$ cat src/hdl/s16_pkg.sv
// Shared bus widths and region codes; address vectors are indexed as 68000 byte address bits
`default_nettype none

package s16_pkg;

    // CPU bus, word address A23..A1
    localparam int ADDR_W = 23;
    localparam int DATA_W = 16;

    // ROM word address A17..A1, 256 kB of program space
    localparam int ROM_AW = 17;

    // Pulled-up data bus, seen on unmapped reads
    localparam logic [DATA_W-1:0] OPEN_BUS = {DATA_W{1'b1}};

    // Target of the current bus cycle
    // REG_NONE doubles as the idle code between cycles
    typedef enum logic [3:0] {
        REG_NONE = 4'd0,  // Unmapped or idle
        REG_ROM  = 4'd1,  // Program ROM, 00-03
        REG_VRAM = 4'd2,  // Tile RAM, 40
        REG_CHAR = 4'd3,  // Text layer RAM, 41
        REG_OBJ  = 4'd4,  // Sprite RAM, 44
        REG_PAL  = 4'd5,  // Palette, 84
        REG_IO   = 4'd6,  // Cabinet inputs, c4
        REG_WDOG = 4'd7,  // Watchdog, write only
        REG_RAM  = 4'd8,  // Work RAM, c7
        REG_IACK = 4'd9   // Interrupt acknowledge, FC = 7
    } s16_region_e;

endpackage

`default_nettype wire
$ cat src/hdl/s16_main_bus.sv
// Main CPU bus glue; cpu_addr is A23..A1, strobes must stay stable until dtack or vpa falls
`default_nettype none

module s16_main_bus #(
    parameter int VBLANK_LINE = 223
) (
    input  wire logic                        clk,
    input  wire logic                        rst,
    // CPU
    input  wire logic                        cpu_as_n,
    input  wire logic [s16_pkg::ADDR_W:1]    cpu_addr,
    input  wire logic                        cpu_rnw,
    input  wire logic                        cpu_uds_n,
    input  wire logic                        cpu_lds_n,
    input  wire logic [2:0]                  cpu_fc,
    output logic      [s16_pkg::DATA_W-1:0]  cpu_din,
    output logic                             cpu_dtack_n,
    output logic                             cpu_vpa_n,
    output logic                             cpu_ipl2_n,
    // ROM
    output logic                             rom_cs,
    output logic      [s16_pkg::ROM_AW:1]    rom_addr,
    input  wire logic [s16_pkg::DATA_W-1:0]  rom_data,
    input  wire logic                        rom_ok,
    // Work RAM and VRAM
    output logic                             ram_cs,
    output logic                             vram_cs,
    input  wire logic [s16_pkg::DATA_W-1:0]  ram_data,
    input  wire logic                        ram_ok,
    // Video chips
    output logic                             char_cs,
    output logic                             pal_cs,
    output logic                             objram_cs,
    input  wire logic [s16_pkg::DATA_W-1:0]  char_dout,
    input  wire logic [s16_pkg::DATA_W-1:0]  pal_dout,
    input  wire logic [s16_pkg::DATA_W-1:0]  obj_dout,
    output logic                             uds_wn,
    output logic                             lds_wn,
    // Video timing
    input  wire logic [8:0]                  vdump,
    input  wire logic                        hstart,
    // Cabinet
    input  wire logic [9:0]                  joystick1,
    input  wire logic [9:0]                  joystick2,
    input  wire logic [1:0]                  start_button,
    input  wire logic [1:0]                  coin_input,
    input  wire logic                        service,
    input  wire logic                        dip_test,
    input  wire logic [7:0]                  dipsw_a,
    input  wire logic [7:0]                  dipsw_b
);
    import s16_pkg::*;

    s16_region_e       region;       // Decoded target
    s16_region_e       done_region;  // Target of the finishing cycle
    logic              access_done;
    logic              io_sel;
    logic [DATA_W-1:0] io_word;

    // Write strobes only on write cycles
    assign uds_wn = cpu_rnw | cpu_uds_n;
    assign lds_wn = cpu_rnw | cpu_lds_n;

    s16_addr_decode u_decode (
        .clk      (clk),
        .rst      (rst),
        .as_n     (cpu_as_n),
        .addr     (cpu_addr),
        .fc       (cpu_fc),
        .region   (region),
        .rom_addr (rom_addr)
    );

    s16_bus_access u_access (
        .clk         (clk),
        .rst         (rst),
        .as_n        (cpu_as_n),
        .region      (region),
        .rom_ok      (rom_ok),
        .ram_ok      (ram_ok),
        .rom_cs      (rom_cs),
        .ram_cs      (ram_cs),
        .vram_cs     (vram_cs),
        .char_cs     (char_cs),
        .pal_cs      (pal_cs),
        .objram_cs   (objram_cs),
        .io_sel      (io_sel),
        .access_done (access_done),
        .done_region (done_region)
    );

    // Selected word only matters while the I/O select is up
    s16_cabinet_io u_io (
        .word_sel     (io_sel ? cpu_addr[2:1] : 2'd0),
        .joystick1    (joystick1),
        .joystick2    (joystick2),
        .start_button (start_button),
        .coin_input   (coin_input),
        .service      (service),
        .dip_test     (dip_test),
        .dipsw_a      (dipsw_a),
        .dipsw_b      (dipsw_b),
        .io_word      (io_word)
    );

    s16_read_return u_return (
        .clk         (clk),
        .rst         (rst),
        .as_n        (cpu_as_n),
        .access_done (access_done),
        .done_region (done_region),
        .rom_data    (rom_data),
        .ram_data    (ram_data),
        .char_dout   (char_dout),
        .pal_dout    (pal_dout),
        .obj_dout    (obj_dout),
        .io_word     (io_word),
        .din         (cpu_din),
        .dtack_n     (cpu_dtack_n),
        .vpa_n       (cpu_vpa_n)
    );

    s16_vblank_irq #(
        .VBLANK_LINE (VBLANK_LINE)
    ) u_irq (
        .clk    (clk),
        .rst    (rst),
        .vdump  (vdump),
        .hstart (hstart),
        .as_n   (cpu_as_n),
        .fc     (cpu_fc),
        .ipl2_n (cpu_ipl2_n)
    );

endmodule

`default_nettype wire

$ cat src/hdl/s16_vblank_irq.sv
// Level 4 VBLANK interrupt; set on the hstart edge of VBLANK_LINE, any CPU space cycle clears it
`default_nettype none

module s16_vblank_irq #(
    parameter int VBLANK_LINE = 223  // First blanked line
) (
    input  wire logic        clk,
    input  wire logic        rst,
    input  wire logic [8:0]  vdump,
    input  wire logic        hstart,
    input  wire logic        as_n,
    input  wire logic [2:0]  fc,
    output logic             ipl2_n
);

    logic last_hstart;  // Previous hstart for edge detection
    logic line_start;   // Rising hstart
    logic inta;         // Interrupt acknowledge in progress

    assign line_start = hstart & ~last_hstart;
    assign inta       = ~as_n & (fc == 3'd7);

    always_ff @(posedge clk or posedge rst) begin
        if (rst) begin
            last_hstart <= 1'b0;
            ipl2_n      <= 1'b1;
        end else begin
            last_hstart <= hstart;
            if (inta) begin
                ipl2_n <= 1'b1;  // Ack beats a new request
            end else if (line_start && vdump == 9'(VBLANK_LINE)) begin
                ipl2_n <= 1'b0;
            end
        end
    end

endmodule

`default_nettype wire

$ cat src/hdl/s16_cabinet_io.sv
// Cabinet input words, all inputs active low; word_sel is A2..A1 and the block is purely combinational
`default_nettype none

module s16_cabinet_io (
    input  wire logic [1:0]                  word_sel,
    input  wire logic [9:0]                  joystick1,
    input  wire logic [9:0]                  joystick2,
    input  wire logic [1:0]                  start_button,
    input  wire logic [1:0]                  coin_input,
    input  wire logic                        service,
    input  wire logic                        dip_test,
    input  wire logic [7:0]                  dipsw_a,
    input  wire logic [7:0]                  dipsw_b,
    output logic      [s16_pkg::DATA_W-1:0]  io_word
);

    logic [s16_pkg::DATA_W-1:0] sys_word;  // Coins, starts, test, service
    logic [s16_pkg::DATA_W-1:0] p1_word;
    logic [s16_pkg::DATA_W-1:0] p2_word;
    logic [s16_pkg::DATA_W-1:0] dip_word;

    // Unused lines float high, like the pull-ups on the board
    assign sys_word = {
        10'h3ff,
        coin_input,     // Bits 5..4
        start_button,   // Bits 3..2
        dip_test,       // Bit 1
        service         // Bit 0
    };

    assign p1_word = {6'h3f, joystick1};
    assign p2_word = {6'h3f, joystick2};

    // Both DIP banks on one word
    assign dip_word = {dipsw_a, dipsw_b};

    always_comb begin
        case (word_sel)
            2'd0:    io_word = sys_word;
            2'd1:    io_word = p1_word;
            2'd2:    io_word = p2_word;
            default: io_word = dip_word;
        endcase
    end

endmodule

`default_nettype wire

$ cat src/hdl/s16_read_return.sv
// Read word latch and acknowledge; din holds until the next completed cycle, writes ack the same way
`default_nettype none

module s16_read_return (
    input  wire logic                        clk,
    input  wire logic                        rst,
    input  wire logic                        as_n,
    input  wire logic                        access_done,
    input  wire s16_pkg::s16_region_e        done_region,
    input  wire logic [s16_pkg::DATA_W-1:0]  rom_data,
    input  wire logic [s16_pkg::DATA_W-1:0]  ram_data,
    input  wire logic [s16_pkg::DATA_W-1:0]  char_dout,
    input  wire logic [s16_pkg::DATA_W-1:0]  pal_dout,
    input  wire logic [s16_pkg::DATA_W-1:0]  obj_dout,
    input  wire logic [s16_pkg::DATA_W-1:0]  io_word,
    output logic      [s16_pkg::DATA_W-1:0]  din,
    output logic                             dtack_n,
    output logic                             vpa_n
);
    import s16_pkg::*;

    logic [DATA_W-1:0] rd_word;  // Data of the finished target

    always_comb begin
        case (done_region)
            REG_RAM, REG_VRAM: rd_word = ram_data;  // Shared SDRAM port
            REG_ROM:           rd_word = rom_data;
            REG_CHAR:          rd_word = char_dout;
            REG_PAL:           rd_word = pal_dout;
            REG_OBJ:           rd_word = obj_dout;
            REG_IO:            rd_word = io_word;
            default:           rd_word = OPEN_BUS;  // Unmapped, watchdog, IACK
        endcase
    end

    always_ff @(posedge clk or posedge rst) begin
        if (rst) begin
            din     <= OPEN_BUS;
            dtack_n <= 1'b1;
            vpa_n   <= 1'b1;
        end else if (as_n) begin
            dtack_n <= 1'b1;  // CPU ended the cycle
            vpa_n   <= 1'b1;
        end else if (access_done) begin
            din <= rd_word;
            // Autovector answer for the interrupt cycle
            if (done_region == REG_IACK) begin
                vpa_n <= 1'b0;
            end else begin
                dtack_n <= 1'b0;
            end
        end
    end

endmodule

`default_nettype wire

$ cat src/hdl/s16_bus_access.sv
// Chip select stage; ROM and RAM wait on ok without limit, all other targets finish in one clock
`default_nettype none

module s16_bus_access (
    input  wire logic                clk,
    input  wire logic                rst,
    input  wire logic                as_n,
    input  wire s16_pkg::s16_region_e region,
    input  wire logic                rom_ok,
    input  wire logic                ram_ok,
    output logic                     rom_cs,
    output logic                     ram_cs,
    output logic                     vram_cs,
    output logic                     char_cs,
    output logic                     pal_cs,
    output logic                     objram_cs,
    output logic                     io_sel,
    output logic                     access_done,
    output s16_pkg::s16_region_e     done_region
);
    import s16_pkg::*;

    logic act_q;     // Strobe low, aligned with region
    logic misc_sel;  // Watchdog, unmapped and IACK share one select
    logic done_q;    // Current cycle already completed
    logic slow_rdy;  // Selected memory reports ok
    logic fast_rdy;  // Fixed-latency target selected

    // Unmapped space decodes to REG_NONE like the idle bus,
    // so the delayed strobe tells the two apart
    always_ff @(posedge clk or posedge rst) begin
        if (rst) begin
            act_q       <= 1'b0;
            rom_cs      <= 1'b0;
            ram_cs      <= 1'b0;
            vram_cs     <= 1'b0;
            char_cs     <= 1'b0;
            pal_cs      <= 1'b0;
            objram_cs   <= 1'b0;
            io_sel      <= 1'b0;
            misc_sel    <= 1'b0;
            done_region <= REG_NONE;
        end else begin
            act_q       <= ~as_n;
            rom_cs      <= (region == REG_ROM);
            ram_cs      <= (region == REG_RAM);
            vram_cs     <= (region == REG_VRAM);
            char_cs     <= (region == REG_CHAR);
            pal_cs      <= (region == REG_PAL);
            objram_cs   <= (region == REG_OBJ);
            io_sel      <= (region == REG_IO);
            misc_sel    <= act_q && (region == REG_NONE || region == REG_WDOG ||
                                     region == REG_IACK);
            done_region <= region;  // Tracks the selects
        end
    end

    assign slow_rdy = (rom_cs & rom_ok) | ((ram_cs | vram_cs) & ram_ok);
    assign fast_rdy = char_cs | pal_cs | objram_cs | io_sel | misc_sel;

    // One pulse per bus cycle
    assign access_done = ~done_q & (slow_rdy | fast_rdy);

    // Cleared once the strobe is gone, selects still high then
    always_ff @(posedge clk or posedge rst) begin
        if (rst) begin
            done_q <= 1'b0;
        end else if (!act_q) begin
            done_q <= 1'b0;
        end else if (access_done) begin
            done_q <= 1'b1;
        end
    end

endmodule

`default_nettype wire

$ cat src/hdl/s16_addr_decode.sv
// Memory map decoder; addr holds byte address bits 23..1, region follows as_n by one clock
`default_nettype none

module s16_addr_decode (
    input  wire logic                       clk,
    input  wire logic                       rst,
    input  wire logic                       as_n,
    input  wire logic [s16_pkg::ADDR_W:1]   addr,
    input  wire logic [2:0]                 fc,
    output s16_pkg::s16_region_e            region,
    output logic      [s16_pkg::ROM_AW:1]   rom_addr
);
    import s16_pkg::*;

    s16_region_e map_region;   // Region of the address on the bus now
    logic        is_iack;      // CPU space cycle

    assign is_iack = (fc == 3'd7);

    // Top two bits pick the 4 MB block, A18..A16 the device inside it
    always_comb begin
        map_region = REG_NONE;
        if (is_iack) begin
            map_region = REG_IACK;  // Address is the level, not a device
        end else begin
            case (addr[23:22])
                2'd0: map_region = REG_ROM;   // Whole block is ROM
                2'd1: begin
                    case (addr[18:16])
                        3'd0:    map_region = REG_VRAM;
                        3'd1:    map_region = REG_CHAR;
                        3'd4:    map_region = REG_OBJ;
                        default: map_region = REG_NONE;
                    endcase
                end
                2'd2: begin
                    if (addr[18:16] == 3'd4) begin
                        map_region = REG_PAL;
                    end
                end
                default: begin
                    case (addr[18:16])
                        3'd4:    map_region = REG_IO;
                        3'd6:    map_region = REG_WDOG;
                        3'd7:    map_region = REG_RAM;
                        default: map_region = REG_NONE;
                    endcase
                end
            endcase
        end
    end

    always_ff @(posedge clk or posedge rst) begin
        if (rst) begin
            region   <= REG_NONE;
            rom_addr <= '0;
        end else if (!as_n) begin
            region <= map_region;
            if (map_region == REG_ROM) begin
                rom_addr <= addr[ROM_AW:1];  // Held between ROM cycles
            end
        end else begin
            region <= REG_NONE;  // Strobe released
        end
    end

endmodule

`default_nettype wire

$ cat config.mk
export PLATFORM = sky130hd
export DESIGN_NAME = s16_main_bus
export DESIGN_NICKNAME = d
export VERILOG_FILES = /design/src/hdl/s16_pkg.sv /design/src/hdl/s16_main_bus.sv /design/src/hdl/s16_vblank_irq.sv /design/src/hdl/s16_cabinet_io.sv /design/src/hdl/s16_read_return.sv /design/src/hdl/s16_bus_access.sv /design/src/hdl/s16_addr_decode.sv
export SDC_FILE = /design/constraint.sdc
export NUM_CORES = 1
export LEC_CHECK = 0
export BUFFER_PORTS_ARGS = -buffer_cell sky130_fd_sc_hd__buf_2
export CAP_MARGIN = 20
export CORE_MARGIN = 5
export CORE_UTILIZATION = 40
export DETAILED_ROUTE_END_ITERATION = 16
export HOLD_SLACK_MARGIN = 0.06
export PLACE_DENSITY = 0.86
export SYNTH_ARGS = -nofsm -noshare
export SYNTH_HDL_FRONTEND = slang
export SYNTH_SLANG_ARGS = --single-unit
$ cat constraint.sdc
create_clock -name clk -period 4 [get_ports clk]
set_clock_uncertainty 0.1 [all_clocks]
set_input_delay 0 -clock clk [delete_from_list [all_inputs] [get_ports clk]]
set_output_delay 0 -clock clk [all_outputs]
set_load 0.01 [all_outputs]
Yosys cells after proc, flatten, opt, wreduce, memory -nomap -nowiden
Index checks and enable logic that the tools add are counted.
W data, S select, Z words.
- eq/ne operators: 30
- multiplexer cells: 19
- reductions and logical operators: 16
- bitwise operators: 17
- operators with widths (cell ; count):
    $pmux W16 S6 ; 1
    $pmux W16 S3 ; 1
    $eq A4 B3 Y1 const B ; 7
    $pmux W4 S3 ; 2
    $eq A4 B2 Y1 const B ; 4
    $eq A4 B4 Y1 const B ; 4
    $eq A3 B3 Y1 const B ; 4
    $eq A4 B1 Y1 const B ; 3
    $mux W1 ; 10
    $eq A9 B8 Y1 const B ; 1
    $or A1 B1 Y1 ; 9
    $pmux W3 S3 ; 1
    $mux W4 ; 2
    $reduce_and A2 Y1 ; 4
    $reduce_bool A2 Y1 ; 3
    $and A1 B1 Y1 ; 5
    $eq A2 B1 Y1 const B ; 2
    $eq A2 B2 Y1 const B ; 2
    $logic_not A2 Y1 ; 2
    $logic_not A4 Y1 ; 1
    $ne A2 B2 Y1 const B ; 2
    $eq A3 B1 Y1 const B ; 1
    $logic_not A3 Y1 ; 1
    $mux W3 ; 1
    other kinds (5) ; 9
- register bits: 55
- output and inout bits: 44

Depth between registers and ports, before layout
Gate-level depths: netlist of run 1.
- depth after elaboration: 8
- depth in mapped cells: 6
- mapped depth without buffers: 4

Cells and area by module
From an unflattened synthesis of run 1, not the netlist that was laid out.
- cells, all modules: 313
- area total of the unflattened synthesis: 3587.2 sq um
- modules (own cells, without submodules) (module ; area an instance (sq um) ; times used ; cells each):
    s16_read_return ; 1788.0 ; 1 ; 180
    s16_addr_decode ; 915.9 ; 1 ; 60
    s16_bus_access ; 476.7 ; 1 ; 36
    s16_cabinet_io ; 281.5 ; 1 ; 24
    s16_vblank_irq ; 100.1 ; 1 ; 9
    s16_main_bus ; 25.0 ; 1 ; 4

Worst setup path after synthesis of run 1
No wires, ideal clock.
- path type: reg-to-reg
- start point: register u_access.vram_cs
- end point: register u_return.din[10] in the netlist's numbering
- cell stages (with the launch flop): 6
- data arrival time: 1.505 ns
- setup slack: 2.311 ns
- clock period less this slack: 1.689 ns
- cell sequence: dfrtp_1 o21ai_0 a311oi_1 buf_2 nand4_1 o32a_1
- cells in the longest elaborated chain, start to end: 6
- RTL lines (what ; line ; text):
    start: declaration ; s16_bus_access.sv:13 ; output logic vram_cs,
    start signal: assignment ; s16_bus_access.sv:47 ; vram_cs <= (region == REG_VRAM);
    $or A1 B1 Y1 ; s16_bus_access.sv:58 ; assign slow_rdy = (rom_cs & rom_ok) | ((ram_cs | vram_cs) & ram_ok);
    $and A1 B1 Y1 ; s16_bus_access.sv:58 ;
    $or A1 B1 Y1 ; s16_bus_access.sv:58 ;
    $or A1 B1 Y1 ; s16_bus_access.sv:62 ; assign access_done = ~done_q & (slow_rdy | fast_rdy);
    $and A1 B1 Y1 ; s16_bus_access.sv:62 ;
    $reduce_and A2 Y1 (no source line) ; -- ;
    end signal: assignment ; s16_read_return.sv:45 ; din <= rd_word;
    end: declaration ; s16_read_return.sv:16 ; output logic [s16_pkg::DATA_W-1:0] din,
Every way passes these cells.
A chain may end at the register's enable or synchronous reset.

Worst setup path in the final report of run 1
- start point: register u_access.done_region[3]
- end point: register u_return.din[5] in the netlist's numbering
- cells in the longest elaborated chain, start to end: 3
- RTL lines (what ; line ; text):
    start: declaration ; s16_bus_access.sv:19 ; output s16_pkg::s16_region_e done_region
    start signal: assignment ; s16_bus_access.sv:54 ; done_region <= region;
    $eq A4 B4 Y1 or $eq A4 B2 Y1 (tied branches) ; s16_read_return.sv:25 ; case (done_region)
    $reduce_or A2 Y1 ; s16_read_return.sv:25 ;
    $pmux W16 S6 * ; s16_read_return.sv:25 ;
Every way passes the cells marked *; elsewhere a longest branch is shown, timed or not.

==> summary.txt, run 1 <==
Status
  – Outcome: finished clean

Power
  – Pleak: 0.00233 uW
  – VDD IR max: approximately 0.27 mV
  – PD cells: 337 nW/um^2

Synth
  – Syn Std Cell Area: 3230 sq um
  – Avg Inst Size Synth: between 10 and 15 sq um
  – Yosys warning count: 0
  – Post-synth EDFFs: 0
  – Sequential share of the synthesized area: 0.433
  – Largest cells by area after synthesis: dfrtp_1 (28%), dfstp_2 (15%), mux2i_1 (6.8%), mux2_4 (4.6%), a22oi_1 (3.9%)
  – Cell taking the most area after synthesis: dfrtp_1
  – #FFs+latches synth: 55
  – Syn nets: 473
  – Distinct cell type count of the synthesized netlist: 60
  – Asr flop ratio synth: 1.00
  – Top cell type's share of synthesized area: 0.279
  – Cells after synthesis: 307
  – Top_reg_cell synth: dfrtp_1

Timing
  – Final Hold Viols: 0
  – Actual slew at the worst max-slew pin: 1.08 ns
  – Fmax: ~330 MHz
  – Slew Viols, Final: 0
  – RSZ-0062 raised after global routing: false
  – Period utilisation layout: 0.762
  – Final min period: 3.05 ns
  – Setup TNS: 0 ns
  – Relative slew slack: 0.277
  – Endpoints failing setup: 0

Global routing
  – Global route total overflow: 0
  – Initial antenna violation count: 0
  – Largest net degree at the start of global routing: 56
  – First-pass GRT wire length: ~19 mm
  – Tot GR Track Use: 0.244
  – Vias in the first global route: 3,883

Place
  – Cell count after placement: 598
  – DP Wirelength: 8.98 mm
  – GP Congestion: 0.855
  – Number of port buffers: 206

Drt
  – Total number of vias: 3,712
  – WL/cell: 19.2 microns
  – Post-DRT Antenna Nets: 0
  – Drt first-iter violations: 250
  – Remaining DRCs: 0
  – Initial DRT Pass Iterations: 4
  – Routed wire length: ~13 mm
  – Via density per instance: roughly 5.6

Worst setup path
  – R2R Path Start: u_access.done_region[3]$_DFF_PP0_
  – CP Launch Type: register
  – Required time of the critical path: 4.16 ns
  – Setup crit start: u_access.done_region[3]$_DFF_PP0_
  – Crit path max fanout: 21
  – WS Path Type: register to register
  – CP arrival: 3.21 ns
  – CP Capture Type: register

Floorplan
  – Num rows: 32
  – Die H: 99.9 microns
  – Chip Width: 99.9 microns
  – Io pins: 210
  – Die area: 9980 sq um
  – Initial core utilization: 0.414
  – Core footprint: roughly 7800 sq um

Clock network
  – Clock insertion delay at the later pin of the skew report: 0.32 ns
  – CTS Buf Count: 5
  – Clk buf depth: 2
  – H-tree depth: 2
  – Clock tree root buffer cell: clkbuf_8
  – Reg clk slew, reported paths: between 0.1 and 0.15 ns
  – Post_cts resized: 0
  – CTS tree: done
  – Clk sinks: 55

Hold path
  – Hold wc startpoint: ram_ok
  – Min-delay worst type: input pin to register

Cells and area
  – Share of cells above drive strength 1: 0.483
  – # diodes: 0
  – Area grow syn2layout: 56.2%
  – Final non-filler cell total: 667
  – Nets@finish: 730

Job
  – Max cap viols: 0
-- path summary, 6_finish.rpt --
check                                                    end  slack (ns)  cells past startpoint
max                              u_return.din[5]$_DFFE_PP1P_        0.95                      5
min                              u_access.done_q$_DFFE_PP0P_        0.07                      4
max reg2reg                      u_return.din[5]$_DFFE_PP1P_        0.95                      5
min reg2reg                       u_return.vpa_n$_DFFE_PP1P_        0.40                      2
max in group asynchronous       u_return.din[14]$_DFFE_PP1P_        2.92                      4
min in group asynchronous  u_decode.rom_addr[10]$_DFFE_PP0P_        0.22                      3
-- where the power goes --
group / internal (uW) / leakage (uW) / switching (uW) / total (uW)
registers: 700 / 0.000654 / 73.4 / 773
logic: 327 / 0.00162 / 261 / 589
clock network: 134 / 0.0000522 / 208 / 342
total: 1160 / 0.00233 / 543 / 1700
-- placed cells by master, fill, tap and decap left out, drive strengths merged, types with 4 or more instances in the layout --
cell,netlist,routed
a32oi,5,5
a21oi,4,4
a211oi,7,7
mux2i,22,22
nor4bb,4,4
o21ai,16,16
o221a,5,5
inv,11,13
dlygate4sd3,0,60
a41oi,6,6
nor3,7,7
dfrtp,36,36
o32a,5,5
buf,14,210
o221ai,4,4
nor2,21,21
nand2,21,21
dfstp,19,19
o22a,7,7
a31oi,6,6
a22oi,17,17
clkbuf,6,5
mux2,17,17
o211ai,6,6
-- registers in the layout, summed over array words and instances (netlist names), 4 cells and up --
register and cells:
u_access.done_region 4, u_decode.rom_addr 17, u_decode.region 4, u_return.din 16
-- critical path: stages (launching register included) --
cell	delay, ns
dfrtp_1	0.79
xor2_1	0.42
nor3b_2	0.73
nand2_1	0.11
a41oi_1	0.26
dlygate4sd3_1	0.58
-- layer usage --
| layer | vias to the layer above | global-route usage | routed length (microns) |
|---|---|---|---|
| met4 | 0 | 0.112 | 448 |
| met5 | - | 0 | 0 |
| met1 | 1789 | 0.280 | 4820 |
| met3 | 34 | 0.0730 | 1180 |
| met2 | 191 | 0.418 | 6330 |
| li1 | 1698 | - | - |
-- logic make-up (layout without fill, tap and decap cells) --
kind of cell / Yosys count / after routing / share of synthesized area
compound gates: 96 / 96 / 0.234
simple gates: 84 / 84 / 0.145
flops: 55 / 55 / 0.433
mux: 39 / 39 / 0.139
buf+inv: 31 / 289 / 0.0441
xor+xnor: 2 / 2 / 0.00542
-- cell usage after synthesis (4+ instances only) --
library cell	n
o32a_1	5
mux2_4	10
o221ai_1	4
mux2_2	7
nor2_1	20
a31oi_1	6
nor3_1	6
dfstp_2	19
o211ai_1	6
buf_2	12
a32oi_1	5
a22oi_1	17
dfrtp_1	36
inv_1	10
nor4bb_1	4
a41oi_1	6
a21oi_1	4
nand2_1	21
clkbuf_1	6
o22a_1	7
mux2i_1	22
a211oi_1	5
o221a_2	5
o21ai_0	14
-- cell type report --
class	count	area (sq um)
flip-flops and latches	55	1400
well taps	102	128
repair buffers	270	1670
multi-input cells	221	1710
clock buffers	5	68.8
inverters	11	41.3
clock inverters	3	31.3
fillers	634	2760
-- stage by stage --
step	setup slack (ns)	hold WS [ns]	area (sq um)	util	power (uW)
CTS	0.941	0.0622	5030	0.645	1690
detailed placement	1.47	0.0277	4330	0.555	1270
floorplan	2.31	-0.0686	3230	-	1020
global route	0.730	0.0990	5050	0.647	1800
global placement	1.65	0.0261	4330	0.555	1250
finish	0.953	0.0696	5050	0.647	1700
-- repair_timing --
action | 4_1_cts | 5_1_grt
hold endpoints to repair | 78 | 0
hold buffers | 60 | 0
buffers inserted | 0 | 0
Power figures use the tool's default switching activity.
==> inputs of run 2 (changes only) <==
clock period = 3 ns   (was 4 ns; I/O delays follow)
==> summary.txt, run 2 (synthesis results as in run 1) <==
Status
  – Outcome: finished clean

Floorplan
  – Die H: 99.9 microns (unchanged)
  – Initial core utilization: 0.414 (unchanged)
  – Core footprint: 7810 sq um (unchanged)
  – Num rows: 32 (unchanged)
  – Chip Width: 99.9 microns (unchanged)
  – Die area: 9980 sq um (unchanged)
  – Io pins: 210 (unchanged)

Cells and area
  – Area grow syn2layout: 55.7%
  – Most common cell after layout, fill and taps aside: buf_2
  – Post-route design area: 5030 sq um (-0.35%)
  – Share of cells above drive strength 1: 0.491 (+0.00795)
  – Largest Register: u_decode.rom_addr
  – Multi-input logic area: 1710 sq um (unchanged)
  – Nets@finish: 729 (-0.14%)
  – FF+latch area: 1400 sq um (unchanged)
  – Most frequent cells in the layout: buf_2 (206), dlygate4sd3_1 (55), dfrtp_1 (36)
  – Leading registers by flop count: u_decode.rom_addr x17, u_return.din x16
  – Fillers: 600 (-5.4%)
  – Final non-filler cell total: 667 (unchanged)
  – Largest register FFs: 17 (unchanged)

Worst setup path
  – Crit path max fanout: 21 (unchanged)
  – CP Cell Sequence: xor2_1, nor3b_2, buf_4, nand2_1, a41oi_1, dlygate4sd3_1
  – CP Capture Type: register
  – CP top delay family: flip-flops
  – CP arrival: 2.89 ns (-0.32 ns)
  – Crit path buf inv count: 2 (+1)
  – Flop2flop setup slack: 0.26 ns (-0.69 ns)
  – Slowest stage delay, CP: 0.79 ns (about the same)
  – Required time of the critical path: 3.15 ns (-1.01 ns)
  – WS Path Type: register to register
  – Slowest cell on the critical path: dfrtp_1
  – CP Launch Type: register

Global routing
  – First-pass GRT wire length: 20.4 mm (+5.8%)
  – Largest net degree at the start of global routing: 48 (-14%)
  – Global route total overflow: 0 (unchanged)
  – Tot GR Track Use: 0.256 (+0.0116)
  – Initial antenna violation count: 0 (unchanged)
  – Vias in the first global route: 4,009 (+3.2%)

Clock network
  – Hold-fix buffers, CTS: 55 (-8.3%)
  – Clock tree root buffer cell: clkbuf_8
  – H-tree depth: 2 (unchanged)
  – Clk sinks: 55 (unchanged)
  – Clk buf depth: 2 (unchanged)
  – Reg clk slew, reported paths: 0.12 ns (about the same)
  – CTS Buf Count: 5 (unchanged)
  – Postcts setup bufs: 0 (unchanged)
  – CTS tree: done
  – Clock insertion delay at the later pin of the skew report: 0.32 ns (about the same)
  – Post_cts resized: 0 (unchanged)

Drt
  – Total number of vias: 3,694 (-0.48%)
  – WL/cell: 20.0 microns (+4.3%)
  – Post-DRT Antenna Nets: 0 (unchanged)
  – Drt first-iter violations: 172 (-31%)
  – Initial DRT Pass Iterations: 4 (unchanged)
  – Remaining DRCs: 0 (unchanged)
  – Routed wire length: 13.3 mm (+4.3%)
  – Via density per instance: 5.54 (-0.48%)

Power
  – Pleak: 0.00233 uW (+0.13%)
  – VDD IR max: 0.307 mV (+14%)
  – Tot Pwr: 2260 uW (+33%)
  – PD cells: 449 nW/um^2 (+33%)

Place
  – DP Wirelength: 9.46 mm (+5.4%)
  – Dpl cell area: 4360 sq um (+0.69%)
  – Number of port buffers: 206 (unchanged)
  – Cell count after placement: 602 (+0.67%)
  – GP Congestion: 0.823 (-3.8%)

Timing
  – RSZ-0062 raised after global routing: false
  – Endpoints failing setup: 0 (unchanged)
  – Final Hold Viols: 0 (unchanged)
  – Setup TNS: 0 ns (unchanged)
  – Actual slew at the worst max-slew pin: 0.672 ns (-0.409 ns)
  – Period utilisation layout: 0.913 (+0.151)
  – Relative slew slack: 0.552 (+0.275)
  – Fmax: 365 MHz (+11%)
  – Slew Viols, Final: 0 (unchanged)
  – Final min period: 2.74 ns (-0.309 ns)

Job
  – Max cap viols: 0 (unchanged)

Hold path
  – Min-delay worst type: input pin to async pin
==> run 2: cell count changes in the layout (fill, tap and decap cells not counted) <==
| cell | before | now |
|---|---|---|
| buf_4 | 3 | 7 |
| diode_2 | 0 | 1 |
| dlygate4sd3_1 | 60 | 55 |
==> run 2: path summary, 6_finish.rpt <==
path,from,end,cells past startpoint
hold / removal,rst,u_decode.rom_addr[11]$_DFFE_PP0P_,3
hold reg to reg,u_return.vpa_n$_DFFE_PP1P_,u_return.vpa_n$_DFFE_PP1P_,2
min in group clk,dipsw_a[6],u_return.din[14]$_DFFE_PP1P_,4
setup / recovery,u_access.done_region[3]$_DFF_PP0_,u_return.din[0]$_DFFE_PP1P_,6
setup reg to reg,u_access.done_region[3]$_DFF_PP0_,u_return.din[0]$_DFFE_PP1P_,6
max in group asynchronous,rst,u_return.din[1]$_DFFE_PP1P_,5
==> run 2: final cells by class <==
class	instances	share of cell area
Multi-Input combinational cell	221	0.339
Timing Repair Buffer	269	0.329
Sequential cell	55	0.278
Tap cell	102	0.0253
Clock buffer	5	0.0137
Inverter	11	0.00820
Clock inverter	3	0.00621
Antenna cell	1	0.000497
==> run 2: metrics by stage <==
stage | hold slack (ns) | util | setup slack, ns
6_report | 0.0694 | 0.645 | 0.262
5_1_grt | 0.0734 | 0.645 | 0.0910
4_1_cts | 0.0619 | 0.642 | 0.319
3_5_place_dp | 0.0300 | 0.559 | 0.854
3_3_place_gp | 0.0262 | 0.559 | 0.946
2_1_floorplan | -0.0686 | - | 1.31
==> run 2: worst reg2reg max path: cells and delay by family (launching register included) <==
kind	cells	cell delay (ns)
and+or+nand+nor	2	0.35
xor gates and xnor gates	1	0.45
DFF	1	0.79
AOI/OAI and AO/OA	1	0.21
buffers and inverters	2	0.79
==> run 2: power by group <==
| group | internal (uW) | switching [uW] | total, uW |
|---|---|---|---|
| combinational | 418 | 350 | 768 |
| sequential | 934 | 104 | 1040 |
| clock | 178 | 274 | 453 |
==> run 2: metal layers <==
metal,vias up,GRT usage,part of all wire
met1,1767,0.300,0.37
met5,-,0,0
met4,0,0.0882,0.031
li1,1695,-,-
met2,197,0.452,0.51
met3,35,0.0667,0.080
==> inputs of run 3 (changes only) <==
CORE_UTILIZATION = 43   (was 40)
PLACE_DENSITY = 0.9   (was 0.86)
SETUP_SLACK_MARGIN = 0.2   (was default)
clock period = 3.06 ns   (was 3 ns; I/O delays follow)
==> summary.txt, run 3 (synthesis results as in run 1) <==
Cells and area
  – Most frequent cells in the layout: buf_2 (206), dlygate4sd3_1 (57), dfrtp_1 (36)
  – Final core area utilization: 0.695 (+0.0504)
  – Fillers: 559 (-6.8%)
  – Leading registers by flop count: u_decode.rom_addr x17, u_return.din x16
  – Largest Register: u_decode.rom_addr
  – Nets@finish: 732 (+0.41%)
  – Most common cell after layout, fill and taps aside: buf_2
  – # diodes: 0 (-1)
  – Share of cells above drive strength 1: 0.490 (-0.000835)
  – Largest register FFs: 17 (unchanged)
  – Area grow syn2layout: 56.8%

Floorplan
  – Num rows: 31 (-3.1%)
  – Io pins: 210 (unchanged)
  – Initial core utilization: 0.444 (+0.0293)
  – Core footprint: 7290 sq um (-6.6%)
  – Die area: 9360 sq um (-6.3%)
  – Die H: 96.7 microns (-3.2%)
  – Chip Width: 96.7 microns (-3.2%)

Clock network
  – Reg clk slew, reported paths: 0.11 ns (about the same)
  – CTS Buf Count: 5 (unchanged)
  – Clk buf depth: 2 (unchanged)
  – Clk sinks: 55 (unchanged)
  – Clock insertion delay at the later pin of the skew report: 0.31 ns (about the same)
  – Clock tree root buffer cell: clkbuf_8
  – CTS tree: done
  – H-tree depth: 2 (unchanged)

Worst setup path
  – Required time of the critical path: 3.21 ns (+0.06 ns)
  – Reg2Reg Depth: 6 (unchanged)
  – R2R Path Start: u_access.io_sel$_DFF_PP0_
  – Worst reg2reg endpoint: u_return.din[2]$_DFFE_PP1P_
  – Flop2flop setup slack: 0.42 ns (+0.16 ns)
  – WS Path Type: register to register
  – CP Launch Type: register
  – CP Capture Type: register
  – Crit path max fanout: 20 (-4.8%)
  – Termination of the worst setup path: u_return.din[2]$_DFFE_PP1P_
  – CP arrival: 2.79 ns (-0.10 ns)
  – Setup crit start: u_access.io_sel$_DFF_PP0_

Drt
  – Initial DRT Pass Iterations: 5 (+1)
  – Via density per instance: 5.67 (+2.3%)
  – WL/cell: 18.8 microns (-6.1%)
  – Remaining DRCs: 0 (unchanged)
  – Routed wire length: 12.5 mm (-6.2%)
  – Total number of vias: 3,773 (+2.1%)
  – Post-DRT Antenna Nets: 0 (unchanged)
  – Drt first-iter violations: 221 (+28%)

Power
  – Sw power: 687 uW (-5.7%)
  – Pleak: 0.00235 uW (+0.66%)
  – VDD IR max: 0.364 mV (+19%)
  – PD cells: 447 nW/um^2 (-0.38%)
  – Comb pwr share: 0.329 (-0.011)
  – Sw Ratio: 0.303 (-0.0193)
  – Internal power: 1580 uW (+3.2%)
  – Sequential share of power: 0.442 (-0.017)
  – Clk pwr share: 0.229 (+0.029)

Status
  – Outcome: finished clean

Global routing
  – Global route total overflow: 0 (unchanged)
  – Largest net degree at the start of global routing: 34 (-29%)
  – First-pass GRT wire length: 19.6 mm (-4.2%)
  – Vias in the first global route: 4,031 (+0.55%)
  – Initial antenna violation count: 0 (unchanged)
  – Tot GR Track Use: 0.252 (-0.00386)

Timing
  – Final worst setup slack: 0.421 ns (+0.159 ns)
  – Period utilisation layout: 0.862 (-0.0501)
  – Endpoints failing setup: 0 (unchanged)
  – Relative slew slack: 0.559 (+0.00777)
  – RSZ-0062 raised after global routing: false
  – Final min period: 2.64 ns (-0.0985 ns)
  – Fmax: 379 MHz (+3.7%)
  – Slew Viols, Final: 0 (unchanged)
  – Final Hold Viols: 0 (unchanged)
  – Actual slew at the worst max-slew pin: 0.652 ns (-0.0208 ns)
  – Setup TNS: 0 ns (unchanged)

Place
  – GP Congestion: 0.958 (+16%)
  – Worst slack, placed: 0.792 ns (-0.0616 ns)
  – DP Wirelength: 9.00 mm (-4.9%)
  – Number of port buffers: 206 (unchanged)

Hold path
  – Hold wc startpoint: dipsw_a[7]
  – Min-delay worst type: input pin to register

Job
  – Max cap viols: 0 (unchanged)
## run 3: cell types whose count changed in the layout (fill, tap and decap cells not counted), sizes merged
cell | before | now
buf | 214 | 215
clkinv | 1 | 0
bufinv | 0 | 1
diode | 1 | 0
dlygate4sd3 | 55 | 57
## run 3: critical path: stages (launching register included)
cell and delay (ns):
dfrtp_1 0.54, a211oi_1 0.14, a311oi_2 0.21, buf_4 0.29, and4_1 0.51, a41oi_1 0.18, dlygate4sd3_1 0.60
## run 3: layout make-up
| cell class | instances | area, sq um | area share |
|---|---|---|---|
| clock buffers | 5 | 68.8 | 0.0136 |
| clock inverters | 3 | 50.0 | 0.00987 |
| inverters | 11 | 41.3 | 0.00814 |
| multi-input cells | 221 | 1700 | 0.336 |
| flip-flops and latches | 55 | 1400 | 0.276 |
| well taps | 99 | 124 | 0.0244 |
| repair buffers | 272 | 1680 | 0.332 |
## run 3: per-stage QoR
stage	cells	power (uW)	area, sq um	hold WS, ns
after global placement	599	1620	4350	-0.0512
final	666	2270	5070	0.0734
after global routing	666	2380	5070	0.109
after floorplan	307	1340	3230	-0.0686
after detailed placement	599	1650	4350	-0.0411
after CTS	663	2250	5030	0.0602
## run 3: repair_timing
| item | 4_1_cts | 5_1_grt |
|---|---|---|
| setup endpoints to repair | 0 | 7 |
| endpoints found under the hold margin | 64 | 1 |
| buffers inserted | 0 | 2 |
| gates resized for setup | 0 | 1 |
| hold buffers | 56 | 1 |
## run 3: power by group through the flow
stage / Combinational [uW] / Clock (uW) / Sequential (uW)
2_1_floorplan: 272 / 0 / 1070
6_report: 747 / 518 / 1000
4_1_cts: 733 / 525 / 996
3_5_place_dp: 646 / 0 / 1010
5_1_grt: 804 / 561 / 1020
3_3_place_gp: 625 / 0 / 1000
## run 3: per-layer routing
metal	vias to the layer above	share of wire	wire length, microns	GRT usage
met3	37	0.098	1230	0.0741
met4	0	0.029	368	0.0875
met1	1798	0.37	4620	0.279
met2	231	0.50	6280	0.458
li1	1707	-	-	-
met5	-	0	0	0
## run 3: worst min path at each step
| stage | cells after the start | slack, ns | to |
|---|---|---|---|
| global route | 4 | 0.11 | u_return.din[11]$_DFFE_PP1P_ |
| floorplan | 0 | -0.07 | u_irq.last_hstart$_DFF_PP0_ |
| CTS | 3 | 0.06 | u_decode.region[3]$_DFF_PP0_ |
| detailed placement | 2 | -0.04 | u_decode.rom_addr[4]$_DFFE_PP0P_ |
| finish | 4 | 0.07 | u_return.din[15]$_DFFE_PP1P_ |
| global placement | 2 | -0.05 | u_decode.rom_addr[4]$_DFFE_PP0P_ |
